===== src/logic/core_pkg.sv =====
// Core package with data widths, instruction layout, opcodes and stage records
package core_pkg;

	localparam int DATA_W     = 32;
	localparam int REG_NUM    = 32;
	localparam int REG_ADDR_W = 5;
	localparam int IMM_W      = 15;
	localparam int OPCODE_W   = 6;

	// Instruction word bit positions
	localparam int INST_OPCODE_HI = 31;
	localparam int INST_OPCODE_LO = 26;
	localparam int INST_DEST_HI   = 25;
	localparam int INST_DEST_LO   = 21;
	localparam int INST_SRC0_HI   = 20;
	localparam int INST_SRC0_LO   = 16;
	localparam int INST_IMM_SEL   = 15;
	localparam int INST_SRC1_HI   = 14;
	localparam int INST_SRC1_LO   = 10;

	typedef enum logic [OPCODE_W-1:0] {
		op_nop = 6'd0,
		op_add = 6'd1,
		op_sub = 6'd2,
		op_and = 6'd3,
		op_or  = 6'd4,
		op_xor = 6'd5,
		op_shl = 6'd6,
		op_shr = 6'd7,
		op_sar = 6'd8,
		op_mov = 6'd9
	} opcode_e;

	typedef struct packed {
		logic [DATA_W-1:0] pc;
		logic [DATA_W-1:0] inst;
	} fetch_t;

	typedef struct packed {
		logic [DATA_W-1:0]     pc;
		opcode_e               opcode;
		logic [REG_ADDR_W-1:0] destination;
		logic [REG_ADDR_W-1:0] source0;
		logic [REG_ADDR_W-1:0] source1;
		logic                  source1_imm;
		logic [IMM_W-1:0]      imm;
		logic                  writeback;
	} decoded_t;

	typedef struct packed {
		logic [DATA_W-1:0]     pc;
		opcode_e               opcode;
		logic [REG_ADDR_W-1:0] destination;
		logic                  writeback;
		logic [DATA_W-1:0]     operand0;
		logic [DATA_W-1:0]     operand1;
	} issue_t;

	// Also used as the register file write record
	typedef struct packed {
		logic [DATA_W-1:0]     pc;
		logic [REG_ADDR_W-1:0] destination;
		logic                  writeback;
		logic [DATA_W-1:0]     data;
	} result_t;

endpackage


===== src/logic/decoder.sv =====
// Decode stage that splits instruction words into registered decoded records
`timescale 1ns/1ps

module decoder (
	input  logic               clock,
	input  logic               arst_n,
	input  logic               prev_valid,
	input  core_pkg::fetch_t   prev,
	output logic               prev_lock,
	output logic               next_valid,
	output core_pkg::decoded_t next,
	input  logic               next_lock
);

	logic [core_pkg::OPCODE_W-1:0] raw_opcode;
	core_pkg::opcode_e             opcode;
	logic                          writeback;
	core_pkg::decoded_t            decoded;

	assign raw_opcode = prev.inst[core_pkg::INST_OPCODE_HI:core_pkg::INST_OPCODE_LO];

	// Unknown codes fall back to nop
	always_comb begin
		case (raw_opcode)
			core_pkg::op_add, core_pkg::op_sub, core_pkg::op_and,
			core_pkg::op_or, core_pkg::op_xor, core_pkg::op_shl,
			core_pkg::op_shr, core_pkg::op_sar, core_pkg::op_mov: begin
				opcode = core_pkg::opcode_e'(raw_opcode);
			end
			default: begin
				opcode = core_pkg::op_nop;
			end
		endcase
	end

	assign writeback = (opcode != core_pkg::op_nop);

	always_comb begin
		decoded.pc          = prev.pc;
		decoded.opcode      = opcode;
		decoded.writeback   = writeback;
		// Nop carries no destination
		decoded.destination = writeback ?
			prev.inst[core_pkg::INST_DEST_HI:core_pkg::INST_DEST_LO] : '0;
		decoded.source0     = prev.inst[core_pkg::INST_SRC0_HI:core_pkg::INST_SRC0_LO];
		decoded.source1     = prev.inst[core_pkg::INST_SRC1_HI:core_pkg::INST_SRC1_LO];
		decoded.source1_imm = prev.inst[core_pkg::INST_IMM_SEL];
		decoded.imm         = prev.inst[core_pkg::IMM_W-1:0];
	end

	// Busy only while holding an item that downstream refuses
	assign prev_lock = next_valid && next_lock;

	always_ff @(posedge clock or negedge arst_n) begin
		if (!arst_n) begin
			next_valid <= 1'b0;
		end else if (!prev_lock) begin
			next_valid <= prev_valid;
		end
	end

	always_ff @(posedge clock) begin
		if (prev_valid && !prev_lock) begin
			next <= decoded;
		end
	end

endmodule


===== src/logic/dispatch.sv =====
// Dispatch stage with register file, pending-write scoreboard and operand read
`timescale 1ns/1ps

module dispatch (
	input  logic               clock,
	input  logic               arst_n,
	input  logic               prev_valid,
	input  core_pkg::decoded_t prev,
	output logic               prev_lock,
	output logic               next_valid,
	output core_pkg::issue_t   next,
	input  logic               next_lock,
	input  logic               reg_write_en,
	input  core_pkg::result_t  reg_write
);

	logic [core_pkg::DATA_W-1:0]  regs [core_pkg::REG_NUM];
	logic [core_pkg::REG_NUM-1:0] pending;
	logic                         src0_used;
	logic                         src1_used;
	logic                         hazard;
	logic                         out_busy;
	logic                         accept;
	core_pkg::issue_t             issue;

	// Which register reads the instruction actually depends on
	assign src0_used = (prev.opcode != core_pkg::op_nop) && (prev.opcode != core_pkg::op_mov);
	assign src1_used = (prev.opcode != core_pkg::op_nop) && !prev.source1_imm;

	// Read after write on either source, plus a pending destination so that
	// an older commit cannot clear the pending bit of a younger write
	assign hazard = (src0_used && pending[prev.source0]) ||
		(src1_used && pending[prev.source1]) ||
		(prev.writeback && pending[prev.destination]);

	assign out_busy  = next_valid && next_lock;
	assign prev_lock = out_busy || (prev_valid && hazard);
	assign accept    = prev_valid && !prev_lock;

	always_comb begin
		issue.pc          = prev.pc;
		issue.opcode      = prev.opcode;
		issue.destination = prev.destination;
		issue.writeback   = prev.writeback;
		issue.operand0    = regs[prev.source0];
		if (prev.source1_imm) begin
			issue.operand1 = {{(core_pkg::DATA_W - core_pkg::IMM_W){1'b0}}, prev.imm};
		end else begin
			issue.operand1 = regs[prev.source1];
		end
	end

	// Register file written in commit order by writeback
	always_ff @(posedge clock or negedge arst_n) begin
		if (!arst_n) begin
			for (int i = 0; i < core_pkg::REG_NUM; i++) begin
				regs[i] <= '0;
			end
		end else if (reg_write_en) begin
			regs[reg_write.destination] <= reg_write.data;
		end
	end

	// Scoreboard
	always_ff @(posedge clock or negedge arst_n) begin
		if (!arst_n) begin
			pending <= '0;
		end else begin
			if (reg_write_en) begin
				pending[reg_write.destination] <= 1'b0;
			end
			if (accept && prev.writeback) begin
				pending[prev.destination] <= 1'b1;
			end
		end
	end

	always_ff @(posedge clock or negedge arst_n) begin
		if (!arst_n) begin
			next_valid <= 1'b0;
		end else if (!out_busy) begin
			next_valid <= accept;
		end
	end

	always_ff @(posedge clock) begin
		if (accept) begin
			next <= issue;
		end
	end

endmodule


===== src/logic/execute.sv =====
// Execute stage computing add, logic and shift results into a result record
`timescale 1ns/1ps

module execute (
	input  logic              clock,
	input  logic              arst_n,
	input  logic              prev_valid,
	input  core_pkg::issue_t  prev,
	output logic              prev_lock,
	output logic              next_valid,
	output core_pkg::result_t next,
	input  logic              next_lock
);

	logic [4:0]                  shamt;
	logic [core_pkg::DATA_W-1:0] data;
	core_pkg::result_t           result;

	assign shamt = prev.operand1[4:0];

	always_comb begin
		case (prev.opcode)
			core_pkg::op_add: data = prev.operand0 + prev.operand1;
			core_pkg::op_sub: data = prev.operand0 - prev.operand1;
			core_pkg::op_and: data = prev.operand0 & prev.operand1;
			core_pkg::op_or:  data = prev.operand0 | prev.operand1;
			core_pkg::op_xor: data = prev.operand0 ^ prev.operand1;
			core_pkg::op_shl: data = prev.operand0 << shamt;
			core_pkg::op_shr: data = prev.operand0 >> shamt;
			core_pkg::op_sar: data = $unsigned($signed(prev.operand0) >>> shamt);
			core_pkg::op_mov: data = prev.operand1;
			default:          data = '0;
		endcase
	end

	always_comb begin
		result.pc          = prev.pc;
		result.destination = prev.destination;
		result.writeback   = prev.writeback;
		result.data        = data;
	end

	assign prev_lock = next_valid && next_lock;

	always_ff @(posedge clock or negedge arst_n) begin
		if (!arst_n) begin
			next_valid <= 1'b0;
		end else if (!prev_lock) begin
			next_valid <= prev_valid;
		end
	end

	always_ff @(posedge clock) begin
		if (prev_valid && !prev_lock) begin
			next <= result;
		end
	end

endmodule


===== src/logic/writeback.sv =====
// Writeback stage holding results for the consumer and committing them to the register file
`timescale 1ns/1ps

module writeback (
	input  logic              clock,
	input  logic              arst_n,
	input  logic              prev_valid,
	input  core_pkg::result_t prev,
	output logic              prev_lock,
	output logic              result_valid,
	output core_pkg::result_t result,
	input  logic              result_lock,
	output logic              reg_write_en,
	output core_pkg::result_t reg_write
);

	logic result_take;

	// Result leaves the port on this edge
	assign result_take = result_valid && !result_lock;

	assign prev_lock = result_valid && result_lock;

	// Commit together with the result transfer, so registers follow program order
	assign reg_write_en = result_take && result.writeback;
	assign reg_write    = result;

	always_ff @(posedge clock or negedge arst_n) begin
		if (!arst_n) begin
			result_valid <= 1'b0;
		end else if (!prev_lock) begin
			result_valid <= prev_valid;
		end
	end

	always_ff @(posedge clock) begin
		if (prev_valid && !prev_lock) begin
			result <= prev;
		end
	end

endmodule


===== src/logic/core_pipeline.sv =====
// Four-stage integer pipeline top level linking decode, dispatch, execute and writeback
`timescale 1ns/1ps

module core_pipeline (
	input  logic               clock,
	input  logic               arst_n,
	input  logic               inst_valid,
	input  core_pkg::fetch_t   inst,
	output logic               inst_lock,
	output logic               result_valid,
	output core_pkg::result_t  result,
	input  logic               result_lock
);

	// Decode to dispatch
	logic               decoder2dispatch_valid;
	core_pkg::decoded_t decoder2dispatch;
	logic               dispatch2decoder_lock;

	// Dispatch to execute
	logic               dispatch2execute_valid;
	core_pkg::issue_t   dispatch2execute;
	logic               execute2dispatch_lock;

	// Execute to writeback
	logic               execute2writeback_valid;
	core_pkg::result_t  execute2writeback;
	logic               writeback2execute_lock;

	// Register file commit
	logic               reg_write_en;
	core_pkg::result_t  reg_write;

	decoder decoder_i (
		.clock      (clock),
		.arst_n     (arst_n),
		.prev_valid (inst_valid),
		.prev       (inst),
		.prev_lock  (inst_lock),
		.next_valid (decoder2dispatch_valid),
		.next       (decoder2dispatch),
		.next_lock  (dispatch2decoder_lock)
	);

	dispatch dispatch_i (
		.clock        (clock),
		.arst_n       (arst_n),
		.prev_valid   (decoder2dispatch_valid),
		.prev         (decoder2dispatch),
		.prev_lock    (dispatch2decoder_lock),
		.next_valid   (dispatch2execute_valid),
		.next         (dispatch2execute),
		.next_lock    (execute2dispatch_lock),
		.reg_write_en (reg_write_en),
		.reg_write    (reg_write)
	);

	execute execute_i (
		.clock      (clock),
		.arst_n     (arst_n),
		.prev_valid (dispatch2execute_valid),
		.prev       (dispatch2execute),
		.prev_lock  (execute2dispatch_lock),
		.next_valid (execute2writeback_valid),
		.next       (execute2writeback),
		.next_lock  (writeback2execute_lock)
	);

	writeback writeback_i (
		.clock        (clock),
		.arst_n       (arst_n),
		.prev_valid   (execute2writeback_valid),
		.prev         (execute2writeback),
		.prev_lock    (writeback2execute_lock),
		.result_valid (result_valid),
		.result       (result),
		.result_lock  (result_lock),
		.reg_write_en (reg_write_en),
		.reg_write    (reg_write)
	);

endmodule


===== config.mk =====
export PLATFORM = sky130hd
export DESIGN_NAME = core_pipeline
export DESIGN_NICKNAME = d
export VERILOG_FILES = /design/src/logic/core_pkg.sv /design/src/logic/decoder.sv /design/src/logic/dispatch.sv /design/src/logic/execute.sv /design/src/logic/writeback.sv /design/src/logic/core_pipeline.sv
export SDC_FILE = /design/constraint.sdc
export NUM_CORES = 2
export LEC_CHECK = 0
export BUFFER_PORTS_ARGS = -buffer_cell sky130_fd_sc_hd__buf_2
export CELL_PAD_IN_SITES_DETAIL_PLACEMENT = 0
export CELL_PAD_IN_SITES_GLOBAL_PLACEMENT = 1
export CORE_ASPECT_RATIO = 0.8
export CORE_MARGIN = 10
export CORE_UTILIZATION = 49
export CTS_CLUSTER_DIAMETER = 150
export CTS_CLUSTER_SIZE = 28
export DETAILED_ROUTE_END_ITERATION = 12
export PLACE_DENSITY_LB_ADDON = 0.1
export RECOVER_POWER = 50
export SKIP_LAST_GASP = 1
export SLEW_MARGIN = 20
export SYNTH_ARGS = -nofsm -noshare
export SYNTH_HDL_FRONTEND = slang
export SYNTH_SLANG_ARGS = --single-unit

===== constraint.sdc =====
create_clock -name clock -period 6.5 [get_ports clock]
set_input_delay 0.325 -clock clock [delete_from_list [all_inputs] [get_ports clock]]
set_output_delay 0.325 -clock clock [all_outputs]
set_load 0.02 [all_outputs]

==> out/metrics.csv <==
stage;metric;value;unit
run_status;status;finished, violations left;
run_status;violations;max-capacitance violations, max-slew violations;
worst_setup_path;required;6.17;ns
route;viasPerCell;6.64;
worst_setup_path;critical_path_class;flip-flop to output port;
synth;ys.flop_type;dfrtp_1;
worst_setup_path;path_buf_inv;1;
finish;post-route-util;52.4;%
die;pin_count;140;
route;post_drt_wl_per_cell;33.8;um
route;route.met2.wl;102000;um
route;drt-pass1-iter-count;5;
sta;drv_slew;1450;
die;initial_core_util;49.2;%
global_route;grtUsageTotal;27.6;%
synth;synth_area_leaders;dfrtp_1, mux4_2, mux2_2;
finish;layout_common_cells;mux2_2, dfrtp_1, mux4_2, edfxtp_1, nor2_1;
finish;drive_gt1_share;42.7;%
die;die_w;453;um
die;core_area;150000;um2
worst_setup_path;worstPathArrival;4.75;ns
die;die_h;367;um
clock_tree;cts_num_sinks;1373;
worst_setup_path;cp_max_fo;17;
sta;tightest_slew;4.20;ns
worst_setup_path;cp_slowest_cell;edfxtp_1;
route;top_layer;met5;
route;vias;45297;
route;drt_wl_total;231000;um
global_route;antenna_found_initial;8;
worst_setup_path;rr_worst_depth;13;
clock_tree;clk_latency;0.74;ns
synth;synth_cell_types;78;
synth;syn_area;73600;um2
sta;finalCritPeriodShare;78.0;%
clock_tree;cts_inserted_buffers;55;
synth;syn-instance-count;4856;
global_route;overflow;0;
sta;rsz0062_at_grt;false;
min_path;hp-start;inst[31];
pwr;power.density;499;nW/um2
route;ant_nets;0;
sta;holdWs;0.0596;ns
placed_design;pre_cts_slack;1.45;ns
pwr;peakVddDrop;0.000912;V
clock_tree;cts_tree;built;
placed_design;port_buffers;139;
synth;synth.ff_latch_count;1373;
worst_setup_path;endpoint_kind;output port;
finish;final_common_cell;mux2_2;
sta;max_freq;197;MHz
route;dr_wl_met3;18700;um
route;met1_length;103000;um
clock_tree;htreeDepth;2;
die;fp.dieArea;166000;um2
finish;final_nets;4950;
synth;synth-edff-count;313;
worst_setup_path;r2r-start;dispatch_i.next[73];
job;max-cap-violations;27;
synth;synth_top_area_share;36.0;%
worst_setup_path;cpLargestDelayFamily;multiplexers;
worst_setup_path;path_cells;mux4_2 > mux2i_1 > mux4_2 > a21oi_1 > nor2_1 > o21ai_0 > and2_1 > buf_2;
worst_setup_path;r2r_end;execute_i.next[28];
global_route;grt_max_degree;169;
placed_design;gp_congestion;0.948;
worst_setup_path;startpoint;decoder_i.next[23];
global_route;grt_pass1_wl;337000;um
clock_tree;clkTransAtPathRegs;0.12;ns
placed_design;hpwl;136000;um
synth;syn_area_per_cell;15.2;um2
finish;layout-area-overhead-vs-synth;6.54;%
sta;slew_headroom;-180;%
sta;layout_setup_ws;1.43;ns
clock_tree;cts_root_buffer;clkbuf_16;
route;drt_iter0_markers;4385;
synth;ys_async_sr_fraction;77.2;%
worst_setup_path;max_stage_delay;1.06;ns
worst_setup_path;cp-start-kind;flip-flop;
worst_setup_path;cp.depth;8;
die;rows;127;
worst_setup_path;reg2reg_slack;1.46;ns
clock_tree;clockBufferDepth;3;
sta;hold_viol_final;0;
min_path;min_path_type;input port to flip-flop;
synth;synth_warnings;0;
finish;fillers;12541;
sta;setup_viol;0;
worst_setup_path;cp_common_cell;mux4_2;
sta;fin_crit;5.07;ns
synth;ys_seq_area_share;48.8;%
sta;skew;0.0279;ns
sta;tns;0;ns
global_route;grt_pass1_vias;46280;
synth;synth_area_leader_cell;dfrtp_1;
route;drcViolationCount;0;
worst_setup_path;cp-endpoint;inst_lock;
pwr;leakage;33.5;nW
==> logic make-up after synthesis <==
| family | after synthesis | synth area share (%) |
|---|---|---|
| other cells | 1 | 0.00510 |
| buf+inv | 541 | 2.90 |
| flops | 1373 | 48.8 |
| compound gates | 434 | 3.77 |
| simple gates | 493 | 3.05 |
| fa+ha+maj | 98 | 1.68 |
| xor+xnor | 57 | 0.678 |
| mux | 1859 | 39.1 |
==> metal layers <==
metal | up-vias | GRT usage [%]
met5 | - | 0
met4 | 4 | 6.90
met3 | 294 | 6.64
met2 | 1662 | 40.7
met1 | 24650 | 41.0
li1 | 18687 | -
==> flip-flops by register name, summed over array words and instances, names as in the netlist, 32 cells and up <==
signal                 count
decoder_i.next            65
dispatch_i.next          108
dispatch_i.pending        32
dispatch_i.regs         1024
execute_i.next            70
writeback_i.reg_write     70
==> worst reg2reg max path: cells and delay by family, from the launching register on <==
family                     cells  cell delay (ns)
AOI/OAI and AO/OA              7             2.16
and+or+nand+nor                4             1.68
adders and majority gates      1             0.45
DFF                            1             0.44
xor gates and xnor gates       1             0.09
==> area by class of cell <==
| class | instances | area, um2 | share of cell area (%) |
|---|---|---|---|
| diodes | 3 | 7.51 | 0.00957 |
| clock buffers | 89 | 1550 | 1.97 |
| clock inverters | 2 | 38.8 | 0.0495 |
| inverters | 90 | 343 | 0.437 |
| multi-input cells | 2943 | 35800 | 45.7 |
| flip-flops and latches | 1373 | 35900 | 45.8 |
| well taps | 1999 | 2500 | 3.19 |
| repair buffers | 321 | 2220 | 2.83 |
==> metrics by stage <==
| stage | power [mW] | cells | area [um2] |
|---|---|---|---|
| after floorplan | 28.8 | 4857 | 73600 |
| final | 39.2 | 6820 | 78400 |
| after global routing | 41.4 | 6818 | 78400 |
| after CTS | 39.2 | 6813 | 78600 |
| after global placement | 34.5 | 6656 | 76400 |
| after detailed placement | 34.7 | 6658 | 76400 |
==> worst min path at each step <==
stage / slack, ns / to / cells past startpoint
floorplan: 0.03 / decoder_i.next_valid / 0
global placement: 0.40 / writeback_i.reg_write[59] / 0
detailed placement: 0.40 / dispatch_i.next[103] / 0
CTS: 0.01 / decoder_i.next[32] / 3
global route: 0.05 / decoder_i.next[32] / 3
finish: 0.06 / decoder_i.next[32] / 3
==> synth_stat cells (12+ instances only) <==
master    count
nand2_1     151
and2_1       12
clkbuf_1    307
nor2_1      183
edfxtp_1    313
mux4_2      707
inv_1        87
a31oi_1      12
o22ai_1      27
o211ai_1     27
o21ai_0     103
mux2_2     1064
mux2i_1      88
or3_1        15
nand3_1      22
a211oi_1     17
a21oi_1     101
buf_2        75
o21ai_1      21
buf_1        67
dfrtp_1    1060
xnor2_1      46
nor3_1       32
a22oi_1      19
a21o_1       17
nand2b_1     13
ha_1         97
==> power breakdown <==
group          switching (mW)  total [mW]  internal (mW)  leakage (nW)
Combinational            9.50        18.5           8.97          15.4
Sequential               3.13        16.2           13.1          17.4
Clock                    2.81        4.47           1.66         0.756
Total                    15.4        39.2           23.7          33.5
==> timing repair <==
| item | in CTS | in global routing |
|---|---|---|
| hold buffers | 64 | 0 |
| buffers inserted | 0 | 0 |
| gates resized for setup | 0 | 0 |
| hold endpoints to repair | 138 | 0 |
Note: power is estimated with default switching activity, not from simulation.
